==> src/lsu_pkg.sv <==
// shared widths, opcode and state enums and lane array types; import into every LSU module
`default_nettype none

package lsu_pkg;

    localparam int xlen           = 32;
    localparam int num_lanes      = 2;
    localparam int byte_lanes     = xlen / 8;
    localparam int align_bits     = $clog2(byte_lanes);
    localparam int word_addr_bits = xlen - align_bits;

    // bit 3 marks stores, bit 2 unsigned loads, low bits the size
    typedef enum logic [3:0] {
        op_lb    = 4'b0000,
        op_lh    = 4'b0001,
        op_lw    = 4'b0010,
        op_lbu   = 4'b0100,
        op_lhu   = 4'b0101,
        op_sb    = 4'b1000,
        op_sh    = 4'b1001,
        op_sw    = 4'b1010,
        op_fence = 4'b1111
    } lsu_op_e;

    typedef enum logic [1:0] {
        st_idle      = 2'd0,
        st_load_wait = 2'd1,
        st_commit    = 2'd2
    } lsu_state_e;

    // per-lane bundles
    typedef logic [num_lanes-1:0][xlen-1:0]           lane_word_t;
    typedef logic [num_lanes-1:0][word_addr_bits-1:0] lane_waddr_t;
    typedef logic [num_lanes-1:0][byte_lanes-1:0]     lane_byteen_t;
    typedef logic [num_lanes-1:0][align_bits-1:0]     lane_align_t;
    typedef logic [num_lanes-1:0]                     lane_mask_t;

endpackage

`default_nettype wire

==> src/lsu_ctrl.sv <==
// LSU controller: dispatch acceptance, fence stall, load wait and the commit record register
`default_nettype none

module lsu_ctrl (
    input  logic                clk,
    input  logic                reset,

    input  logic                dispatch_valid,
    input  lsu_pkg::lsu_op_e    dispatch_op,
    input  lsu_pkg::lane_mask_t dispatch_tmask,
    input  logic [4:0]          dispatch_rd,
    output logic                dispatch_ready,

    input  lsu_pkg::lane_align_t req_align,

    output logic                mem_req_valid,
    output logic                mem_req_rw,
    output lsu_pkg::lane_mask_t mem_req_mask,
    input  logic                mem_req_ready,

    input  logic                mem_rsp_valid,
    input  logic                mem_busy,

    output lsu_pkg::lsu_op_e     load_op,
    output lsu_pkg::lane_align_t load_align,
    input  lsu_pkg::lane_word_t  load_data,

    output logic                commit_valid,
    output logic                commit_wb,
    output logic [4:0]          commit_rd,
    output lsu_pkg::lane_mask_t commit_tmask,
    output lsu_pkg::lane_word_t commit_data,
    input  logic                commit_ready
);
    import lsu_pkg::*;

    lsu_state_e state;

    logic is_fence;
    logic is_load;
    logic is_store;
    logic idle;
    logic dispatch_fire;
    logic rsp_take;

    assign is_fence = (dispatch_op == op_fence);
    assign is_load  = dispatch_op inside {op_lb, op_lh, op_lw, op_lbu, op_lhu};
    assign is_store = dispatch_op inside {op_sb, op_sh, op_sw};
    assign idle     = (state == st_idle);

    // fences wait for memory to drain, everything else for the request slot
    assign dispatch_ready = dispatch_valid && idle && (is_fence ? ~mem_busy : mem_req_ready);
    assign dispatch_fire  = dispatch_valid && dispatch_ready;

    assign mem_req_valid = dispatch_valid && idle && ~is_fence;
    assign mem_req_rw    = is_store;
    assign mem_req_mask  = dispatch_tmask;

    assign rsp_take     = mem_rsp_valid && (state == st_load_wait);
    assign commit_valid = (state == st_commit);

    always_ff @(posedge clk) begin
        if (reset) begin
            state <= st_idle;
        end else begin
            case (state)
                st_idle: begin
                    if (dispatch_fire) begin
                        state <= is_load ? st_load_wait : st_commit;
                    end
                end
                st_load_wait: begin
                    if (mem_rsp_valid) begin
                        state <= st_commit;
                    end
                end
                st_commit: begin
                    if (commit_ready) begin
                        state <= st_idle;
                    end
                end
                default: state <= st_idle;
            endcase
        end
    end

    // record payload, steered by the same events as the FSM
    always_ff @(posedge clk) begin
        if (dispatch_fire) begin
            commit_rd    <= dispatch_rd;
            commit_tmask <= dispatch_tmask;
            commit_wb    <= is_load;
            load_op      <= dispatch_op;
            load_align   <= req_align;
            if (!is_load) begin
                commit_data <= '0;
            end
        end
        if (rsp_take) begin
            commit_data <= load_data;
        end
    end

    // only one load outstanding, so a response is only legal while waiting
    a_rsp_in_wait : assert property (
        @(posedge clk) disable iff (reset)
        mem_rsp_valid |-> (state == st_load_wait)
    ) else $error("unexpected memory response in state %s", state.name());

    a_commit_hold : assert property (
        @(posedge clk) disable iff (reset)
        (commit_valid && !commit_ready) |=>
            (commit_valid && $stable(commit_data) && $stable(commit_wb)
             && $stable(commit_rd) && $stable(commit_tmask))
    ) else $error("commit record changed under back-pressure");

endmodule

`default_nettype wire

==> src/lsu_load_format.sv <==
// load formatter: per-lane byte or half-word select with sign or zero extension, combinational
`default_nettype none

module lsu_load_format (
    input  lsu_pkg::lsu_op_e    load_op,
    input  lsu_pkg::lane_align_t load_align,
    input  lsu_pkg::lane_word_t mem_rsp_data,
    output lsu_pkg::lane_word_t load_data
);
    import lsu_pkg::*;

    for (genvar i = 0; i < num_lanes; i++) begin : g_lane
        logic [xlen-1:0] data32;
        logic [15:0]     data16;
        logic [7:0]      data8;
        logic [xlen-1:0] result;

        assign data32 = mem_rsp_data[i];

        // half first, then byte within it
        assign data16 = load_align[i][1] ? data32[31:16] : data32[15:0];
        assign data8  = load_align[i][0] ? data16[15:8] : data16[7:0];

        always_comb begin
            case (load_op)
                op_lb:   result = {{(xlen-8){data8[7]}}, data8};
                op_lh:   result = {{(xlen-16){data16[15]}}, data16};
                op_lbu:  result = {{(xlen-8){1'b0}}, data8};
                op_lhu:  result = {{(xlen-16){1'b0}}, data16};
                // lw passes through
                default: result = data32;
            endcase
        end

        assign load_data[i] = result;
    end

endmodule

`default_nettype wire

==> src/lsu_req_format.sv <==
// request formatter: per-lane address add, byte enables and store data alignment, combinational
`default_nettype none

module lsu_req_format (
    input  logic                 clk,
    input  logic                 reset,

    input  logic                 dispatch_valid,
    input  lsu_pkg::lsu_op_e     dispatch_op,
    input  lsu_pkg::lane_mask_t  dispatch_tmask,
    input  lsu_pkg::lane_word_t  dispatch_rs1,
    input  lsu_pkg::lane_word_t  dispatch_rs2,
    input  logic [31:0]          dispatch_imm,

    output lsu_pkg::lane_waddr_t  mem_req_addr,
    output lsu_pkg::lane_byteen_t mem_req_byteen,
    output lsu_pkg::lane_word_t   mem_req_data,
    output lsu_pkg::lane_align_t  req_align
);
    import lsu_pkg::*;

    // 0 byte, 1 half-word, 2 word
    logic [1:0] access_size;

    always_comb begin
        case (dispatch_op)
            op_lb, op_lbu, op_sb: access_size = 2'd0;
            op_lh, op_lhu, op_sh: access_size = 2'd1;
            default:              access_size = 2'd2;
        endcase
    end

    for (genvar i = 0; i < num_lanes; i++) begin : g_lane
        logic [xlen-1:0]       full_addr;
        logic [align_bits-1:0] align;
        logic [byte_lanes-1:0] byteen;
        logic                  aligned;

        assign full_addr = dispatch_rs1[i] + dispatch_imm;
        assign align     = full_addr[align_bits-1:0];

        assign mem_req_addr[i] = full_addr[xlen-1:align_bits];
        assign req_align[i]    = align;

        always_comb begin
            byteen = '0;
            if (dispatch_op != op_fence) begin
                case (access_size)
                    2'd0: byteen[align] = 1'b1;
                    2'd1: begin
                        byteen[{align[1], 1'b0}] = 1'b1;
                        byteen[{align[1], 1'b1}] = 1'b1;
                    end
                    default: byteen = '1;
                endcase
            end
        end

        assign mem_req_byteen[i] = byteen;

        // data moves up to the addressed byte
        assign mem_req_data[i] = dispatch_rs2[i] << {align, 3'b000};

        always_comb begin
            case (access_size)
                2'd0:    aligned = 1'b1;
                2'd1:    aligned = ~align[0];
                default: aligned = (align == '0);
            endcase
        end

        // no misaligned accesses on any active lane
        a_aligned : assert property (
            @(posedge clk) disable iff (reset)
            (dispatch_valid && dispatch_tmask[i] && dispatch_op != op_fence) |-> aligned
        ) else $error("misaligned access on lane %0d, addr=0x%08h", i, full_addr);
    end

endmodule

`default_nettype wire

==> src/lsu_unit.sv <==
// LSU top level: controller plus request and load formatters, one memory operation in flight
`default_nettype none

module lsu_unit (
    input  logic                  clk,
    input  logic                  reset,

    input  logic                  dispatch_valid,
    output logic                  dispatch_ready,
    input  lsu_pkg::lsu_op_e      dispatch_op,
    input  lsu_pkg::lane_mask_t   dispatch_tmask,
    input  logic [4:0]            dispatch_rd,
    input  lsu_pkg::lane_word_t   dispatch_rs1,
    input  lsu_pkg::lane_word_t   dispatch_rs2,
    input  logic [31:0]           dispatch_imm,

    output logic                  mem_req_valid,
    output logic                  mem_req_rw,
    output lsu_pkg::lane_mask_t   mem_req_mask,
    output lsu_pkg::lane_waddr_t  mem_req_addr,
    output lsu_pkg::lane_byteen_t mem_req_byteen,
    output lsu_pkg::lane_word_t   mem_req_data,
    input  logic                  mem_req_ready,

    input  logic                  mem_rsp_valid,
    input  lsu_pkg::lane_word_t   mem_rsp_data,
    input  logic                  mem_busy,

    output logic                  commit_valid,
    output logic                  commit_wb,
    output logic [4:0]            commit_rd,
    output lsu_pkg::lane_mask_t   commit_tmask,
    output lsu_pkg::lane_word_t   commit_data,
    input  logic                  commit_ready
);
    import lsu_pkg::*;

    lane_align_t req_align;
    lsu_op_e     load_op;
    lane_align_t load_align;
    lane_word_t  load_data;

    lsu_req_format u_req_format (
        .clk            (clk),
        .reset          (reset),
        .dispatch_valid (dispatch_valid),
        .dispatch_op    (dispatch_op),
        .dispatch_tmask (dispatch_tmask),
        .dispatch_rs1   (dispatch_rs1),
        .dispatch_rs2   (dispatch_rs2),
        .dispatch_imm   (dispatch_imm),
        .mem_req_addr   (mem_req_addr),
        .mem_req_byteen (mem_req_byteen),
        .mem_req_data   (mem_req_data),
        .req_align      (req_align)
    );

    lsu_ctrl u_ctrl (
        .clk            (clk),
        .reset          (reset),
        .dispatch_valid (dispatch_valid),
        .dispatch_op    (dispatch_op),
        .dispatch_tmask (dispatch_tmask),
        .dispatch_rd    (dispatch_rd),
        .dispatch_ready (dispatch_ready),
        .req_align      (req_align),
        .mem_req_valid  (mem_req_valid),
        .mem_req_rw     (mem_req_rw),
        .mem_req_mask   (mem_req_mask),
        .mem_req_ready  (mem_req_ready),
        .mem_rsp_valid  (mem_rsp_valid),
        .mem_busy       (mem_busy),
        .load_op        (load_op),
        .load_align     (load_align),
        .load_data      (load_data),
        .commit_valid   (commit_valid),
        .commit_wb      (commit_wb),
        .commit_rd      (commit_rd),
        .commit_tmask   (commit_tmask),
        .commit_data    (commit_data),
        .commit_ready   (commit_ready)
    );

    // formats the raw response with the captured op and offsets
    lsu_load_format u_load_format (
        .load_op      (load_op),
        .load_align   (load_align),
        .mem_rsp_data (mem_rsp_data),
        .load_data    (load_data)
    );

endmodule

`default_nettype wire

==> config.mk <==
export PLATFORM = sky130hd
export DESIGN_NAME = lsu_unit
export DESIGN_NICKNAME = d
export VERILOG_FILES = /design/src/lsu_pkg.sv /design/src/lsu_ctrl.sv /design/src/lsu_load_format.sv /design/src/lsu_req_format.sv /design/src/lsu_unit.sv
export SDC_FILE = /design/constraint.sdc
export NUM_CORES = 1
export LEC_CHECK = 0
export CAP_MARGIN = 30
export CORE_AREA = 2 2 178 180
export CTS_CLUSTER_SIZE = 30
export DETAILED_ROUTE_END_ITERATION = 6
export DIE_AREA = 0 0 180 182
export DONT_BUFFER_PORTS = 1
export GPL_ROUTABILITY_DRIVEN = 0
export PLACE_DENSITY_LB_ADDON = 0.2
export SYNTH_ARGS = -nofsm -noshare
export SYNTH_HDL_FRONTEND = slang
export SYNTH_HIERARCHICAL = 1
export SYNTH_SLANG_ARGS = --single-unit
export TNS_END_PERCENT = 30
==> constraint.sdc <==
create_clock -name clk -period 11.1 [get_ports clk]
set_clock_uncertainty 0.05 [all_clocks]
set_input_delay 0 -clock clk [delete_from_list [all_inputs] [get_ports clk]]
set_output_delay 0 -clock clk [all_outputs]
set_load 0.03 [all_outputs]
# Yosys cells after proc, flatten, opt, wreduce, memory -nomap -nowiden
# Cells that the tools add are included.
# word_totals
regBits	82
inputBits	242
wordCells	102
# classes
n_addsub	2
magnitude_cmp	12
eq_ne	19
shift	2
mux	32
n_bitwise	4
reduce_logical	22
# ops
cell	n
one-hot mux 32 bit (4 select lines)	2
2-to-1 mux 64 bit	3
adder 32 bit	2
left shift 32 x 5 -> 32 bit	2
2-to-1 mux 16 bit	2
< comparator 2 x 3 -> 1 bit (second input constant)	6
== test 4 x 3 -> 1 bit (second input constant)	4
== test 4 bit (second input constant)	4
2-to-1 mux 8 bit	2
one-hot mux 4 bit (2 select lines)	2
greater-or-equal comparator 2 x 1 -> 1 bit (second input constant)	6
logical AND 1 bit	11
== test 4 x 1 -> 1 bit (second input constant)	2
zero test 4 bit	2
2-to-1 mux 2 bit	4
2-to-1 mux 4 bit	2
bitwise OR 3 x 4 -> 4 bit	2
2-to-1 mux 1 bit	7
inequality test 2 bit (second input constant)	3
one-hot mux 2 bit (3 select lines)	1
OR reduction 3 bit	2
nonzero test 5 bit	1
demux 1 bit (select 1 bit)	4
demux 1 bit (select 2 bit)	2
other kinds (12)	15

# Depth between registers and ports, before layout
# logic_depth
word_depth	8
depth_mapped	12
mapped_depth_nobuf	12

# By module
# Netlist, hierarchy kept.
# by_module_without_submodules
module	n_inst	cells_per_inst	area_per_inst_um2
lsu_req_format	1	611	4272.8
lsu_ctrl	1	176	3029.2
lsu_load_format	1	220	1169.9

# Worst setup path before layout
# Ideal clock, no wire load.
# synth_path
path_type	register -> register
start	register u_ctrl.state[1]
end	register u_ctrl/commit_data[0] in the netlist's numbering (enable)
setup_time_ns	0.499
t_arrival_ns	3.785
required_ns	10.551
path_slack_ns	6.766
path_stages_with_launch	4
synth_period_minus_slack_ns	4.334
path_cell_list	dfxtp_1 > nor4b_1 > mux2i_1 > o21bai_1
# synth_via
elab_chain_cells	6
word_cells_on_any_way	9
# synth_lines
item	line_no	rtl
start, declared	lsu_ctrl.sv:37	lsu_state_e state;
start signal, assigned	lsu_ctrl.sv:64	state <= st_idle;
start signal, assigned	lsu_ctrl.sv:69	state <= is_load ? st_load_wait : st_commit;
start signal, assigned	lsu_ctrl.sv:74	state <= st_commit;
zero test 2 bit	lsu_ctrl.sv:49	assign idle = (state == st_idle);
logical AND 1 bit (2 in series)	lsu_ctrl.sv:52	assign dispatch_ready = dispatch_valid && idle && (is_fence ? ~mem_busy : mem_req_ready);
logical AND 1 bit	lsu_ctrl.sv:53	assign dispatch_fire = dispatch_valid && dispatch_ready;
nonzero test 2 bit (no line)	n/a	
AND reduction 2 bit (no line) (*)	n/a	
end signal, assigned	lsu_ctrl.sv:100	commit_data <= load_data;
end, declared	lsu_ctrl.sv:32	output lsu_pkg::lane_word_t commit_data,
# Mark *: on every way between the ends. The rest lies on a longest branch, timed or not.
# A chain may end at the register's enable or synchronous reset.

==> metrics.txt <==
status=finished, final reports clean; clock power share=0.231; Net count, final=1357; vias=7868; Post-Layout Inst Area=9843 sq um; maximum clock rate=318.2 MHz; H-tree level count=3; Vias/cell=5.396; vias in the first global route=7631; DRT iter0 DRCs=567; Yosys top cell by area=edfxtp_1; Residual DRC=0; Cells after Synth=1007; fill cell count=3308; Cell Area, Synth=8472 sq um; layout cells sized above 1=0.06061; commonest non-fill, non-tap cell in the layout=nand2_1; CP endpoint kind=output port; hpwl dp=22970 um; Final Slew Violations=0; multi-input logic area=5695 sq um; Die Area=32760 sq um; post-synthesis sequential area ratio=0.2883; HP Class=in2reg; Starting Density=0.2734; Hold Violations, Final=0; Comb pwr share=0.460; CTS tree=done; Core Region=30990 sq um; Die Ht=182 um; Int Pwr=0.6692 mW; final WL=29600 um; Synth area leaders=edfxtp_1 (28%), ha_1 (9.2%), nand2_1 (5.6%); Final Critical Period=3.143 ns; Net Sw Power=0.5620 mW; EDFF count, synth=80; r2r setup slk=8.52 ns; Slew @ Worst Pin=0.9698 ns; P_leak=4.142 nW; crit path max fanout=5; Critical Path AT=3.09 ns; PwrDens=125.1 nW/um^2; Post-synth ARST share=0; Reg clk slew, reported paths=0.06 ns; Avg WL per Cell=20.30 um; Worst Path Required=11.05 ns; sequential share of power=0.310; GRT overflow=0; root buffer cell=clkbuf_16; Unique masters post-synth=80; Ports=452; Yosys top cell area share=0.2836; RSZ-0062 raised after global routing=false; Worst setup SP type=input pin; slew margin rel.=0.3488; largest net degree at the start of global routing=69; Worst-Skew Late Latency=0.33 ns; Mapped Nets=1313; n_diodes=0; main flop type after synthesis=edfxtp_1; Sw Ratio=0.4565; VDD IR max=70.86 uV; worst-case clock buffer depth=2; fin crit share=0.2831; Tot GR Track Use=0.1697; # Post-CTS Setup Buffers=0; FF+latch count, synth=82; antenna violations before repair=0; row cnt=65; yosys warns=6; drt pass-1 iters=5; die width=180 um; total negative setup slack=0 ns; clock net sink count=82; MaxCap Viol Count=0; area growth from synthesis to layout=16.19%; first-pass GRT wire length=45070 um; WS Path Type=in2out; FF/Latch Area=2442 sq um; Post-DP Area=8852 sq um; endpoints failing setup=0; PortBufs=0; antenna-violating nets left=0; commonest non-fill, non-tap cells in the layout=nand2_1 (126), edfxtp_1 (80), a21oi_1 (79); Mean Syn Cell Area=8.413 sq um; CTS Buf Count=9
-- final cells by class --
class	count	share of cell area
clock buffer	10	0.02326
clock inverter	6	0.005212
inverter	31	0.01182
multi-input combinational	842	0.5786
sequential	82	0.2481
tap	402	0.05110
timing repair buffer	85	0.08186
-- sequential cells by signal, summed over array words and instances (netlist names) --
signal / count
u_ctrl/load_op: 4
u_ctrl/commit_data: 64
u_ctrl/commit_wb: 1
u_ctrl/commit_rd: 5
u_ctrl/load_align: 4
u_ctrl/commit_tmask: 2
u_ctrl/state: 2
-- layer usage --
layer / vias to the layer above / part of all wire / global-route usage
li1: 3771 / - / -
met1: 3688 / 0.44 / 0.2258
met2: 372 / 0.46 / 0.2720
met3: 37 / 0.090 / 0.05215
met4: 0 / 0.012 / 0.03285
met5: - / 0 / 0
-- through the flow --
stage,setup slack [ns],util,total power [mW],hold WS [ns],instances
finish,7.957,0.3177,1.231,0.01871,1458
global route,7.647,0.3177,1.294,0.02121,1458
CTS,7.907,0.3177,1.238,0.001143,1458
detailed placement,7.918,0.2857,0.9265,-0.04952,1371
global placement,7.925,0.2850,0.9257,-0.04953,1367
floorplan,6.766,-,0.8461,0.02870,1007
-- cells in the mapped netlist, drive strengths merged (6+ instances only) --
library cell	instances
ha	62
nand2b	12
mux2i	42
o211ai	11
o22ai	17
and3	26
xnor2	33
nand2	127
edfxtp	80
o21bai	6
and2	69
nor3	17
nor2b	26
mux2	9
clkbuf	38
a21o	27
nand4	7
o21ai	57
xor2	17
a31oi	12
buf	14
a211oi	26
nor2	73
inv	31
o21a	11
a21oi	80
nand3	17
-- final timing paths --
check	startpoint	end	cells after the start
max	dispatch_rs1[32]	mem_req_addr[58]	12
min	mem_rsp_data[37]	u_ctrl/commit_data[37]	3
max reg2reg	u_ctrl/load_align[3]	u_ctrl/commit_data[63]	5
min reg2reg	u_ctrl/state[1]	u_ctrl/state[0]	2
-- worst max-delay path: stages --
cell and delay [ns]:
ha_1 0.26, inv_1 0.09, fa_1 0.40, nand2b_1 0.17
a21oi_1 0.26, o21ai_0 0.14, o211ai_1 0.16, a311oi_1 0.17
o21ai_1 0.40, a41oi_1 0.23, a31o_1 0.26, xnor2_1 0.54
-- cell families (layout without fill, tap and decap cells) --
| kind of cell | after synthesis | count (layout) | synth area share |
|---|---|---|---|
| xor gates and xnor gates | 50 | 50 | 0.05169 |
| adders and majority gates | 64 | 64 | 0.09629 |
| DFF | 82 | 82 | 0.2883 |
| muxes | 53 | 53 | 0.06690 |
| and+or+nand+nor | 390 | 390 | 0.2277 |
| AOI/OAI and AO/OA | 285 | 285 | 0.2283 |
| buffers and inverters | 83 | 132 | 0.04076 |
-- power groups by stage --
stage	sequential (mW)	combinational (mW)	clock [mW]
after global routing	0.383	0.606	0.305
final	0.382	0.566	0.284
after CTS	0.382	0.563	0.293
after global placement	0.389	0.537	0
after floorplan	0.383	0.463	0
after detailed placement	0.389	0.537	0
-- repair_timing --
| action | 4_1_cts | 5_1_grt |
|---|---|---|
| resized for setup | 0 | 0 |
| hold endpoints to repair | 73 | 0 |
| hold buffers | 71 | 0 |
No activity file was read; power rests on OpenSTA's default activity.
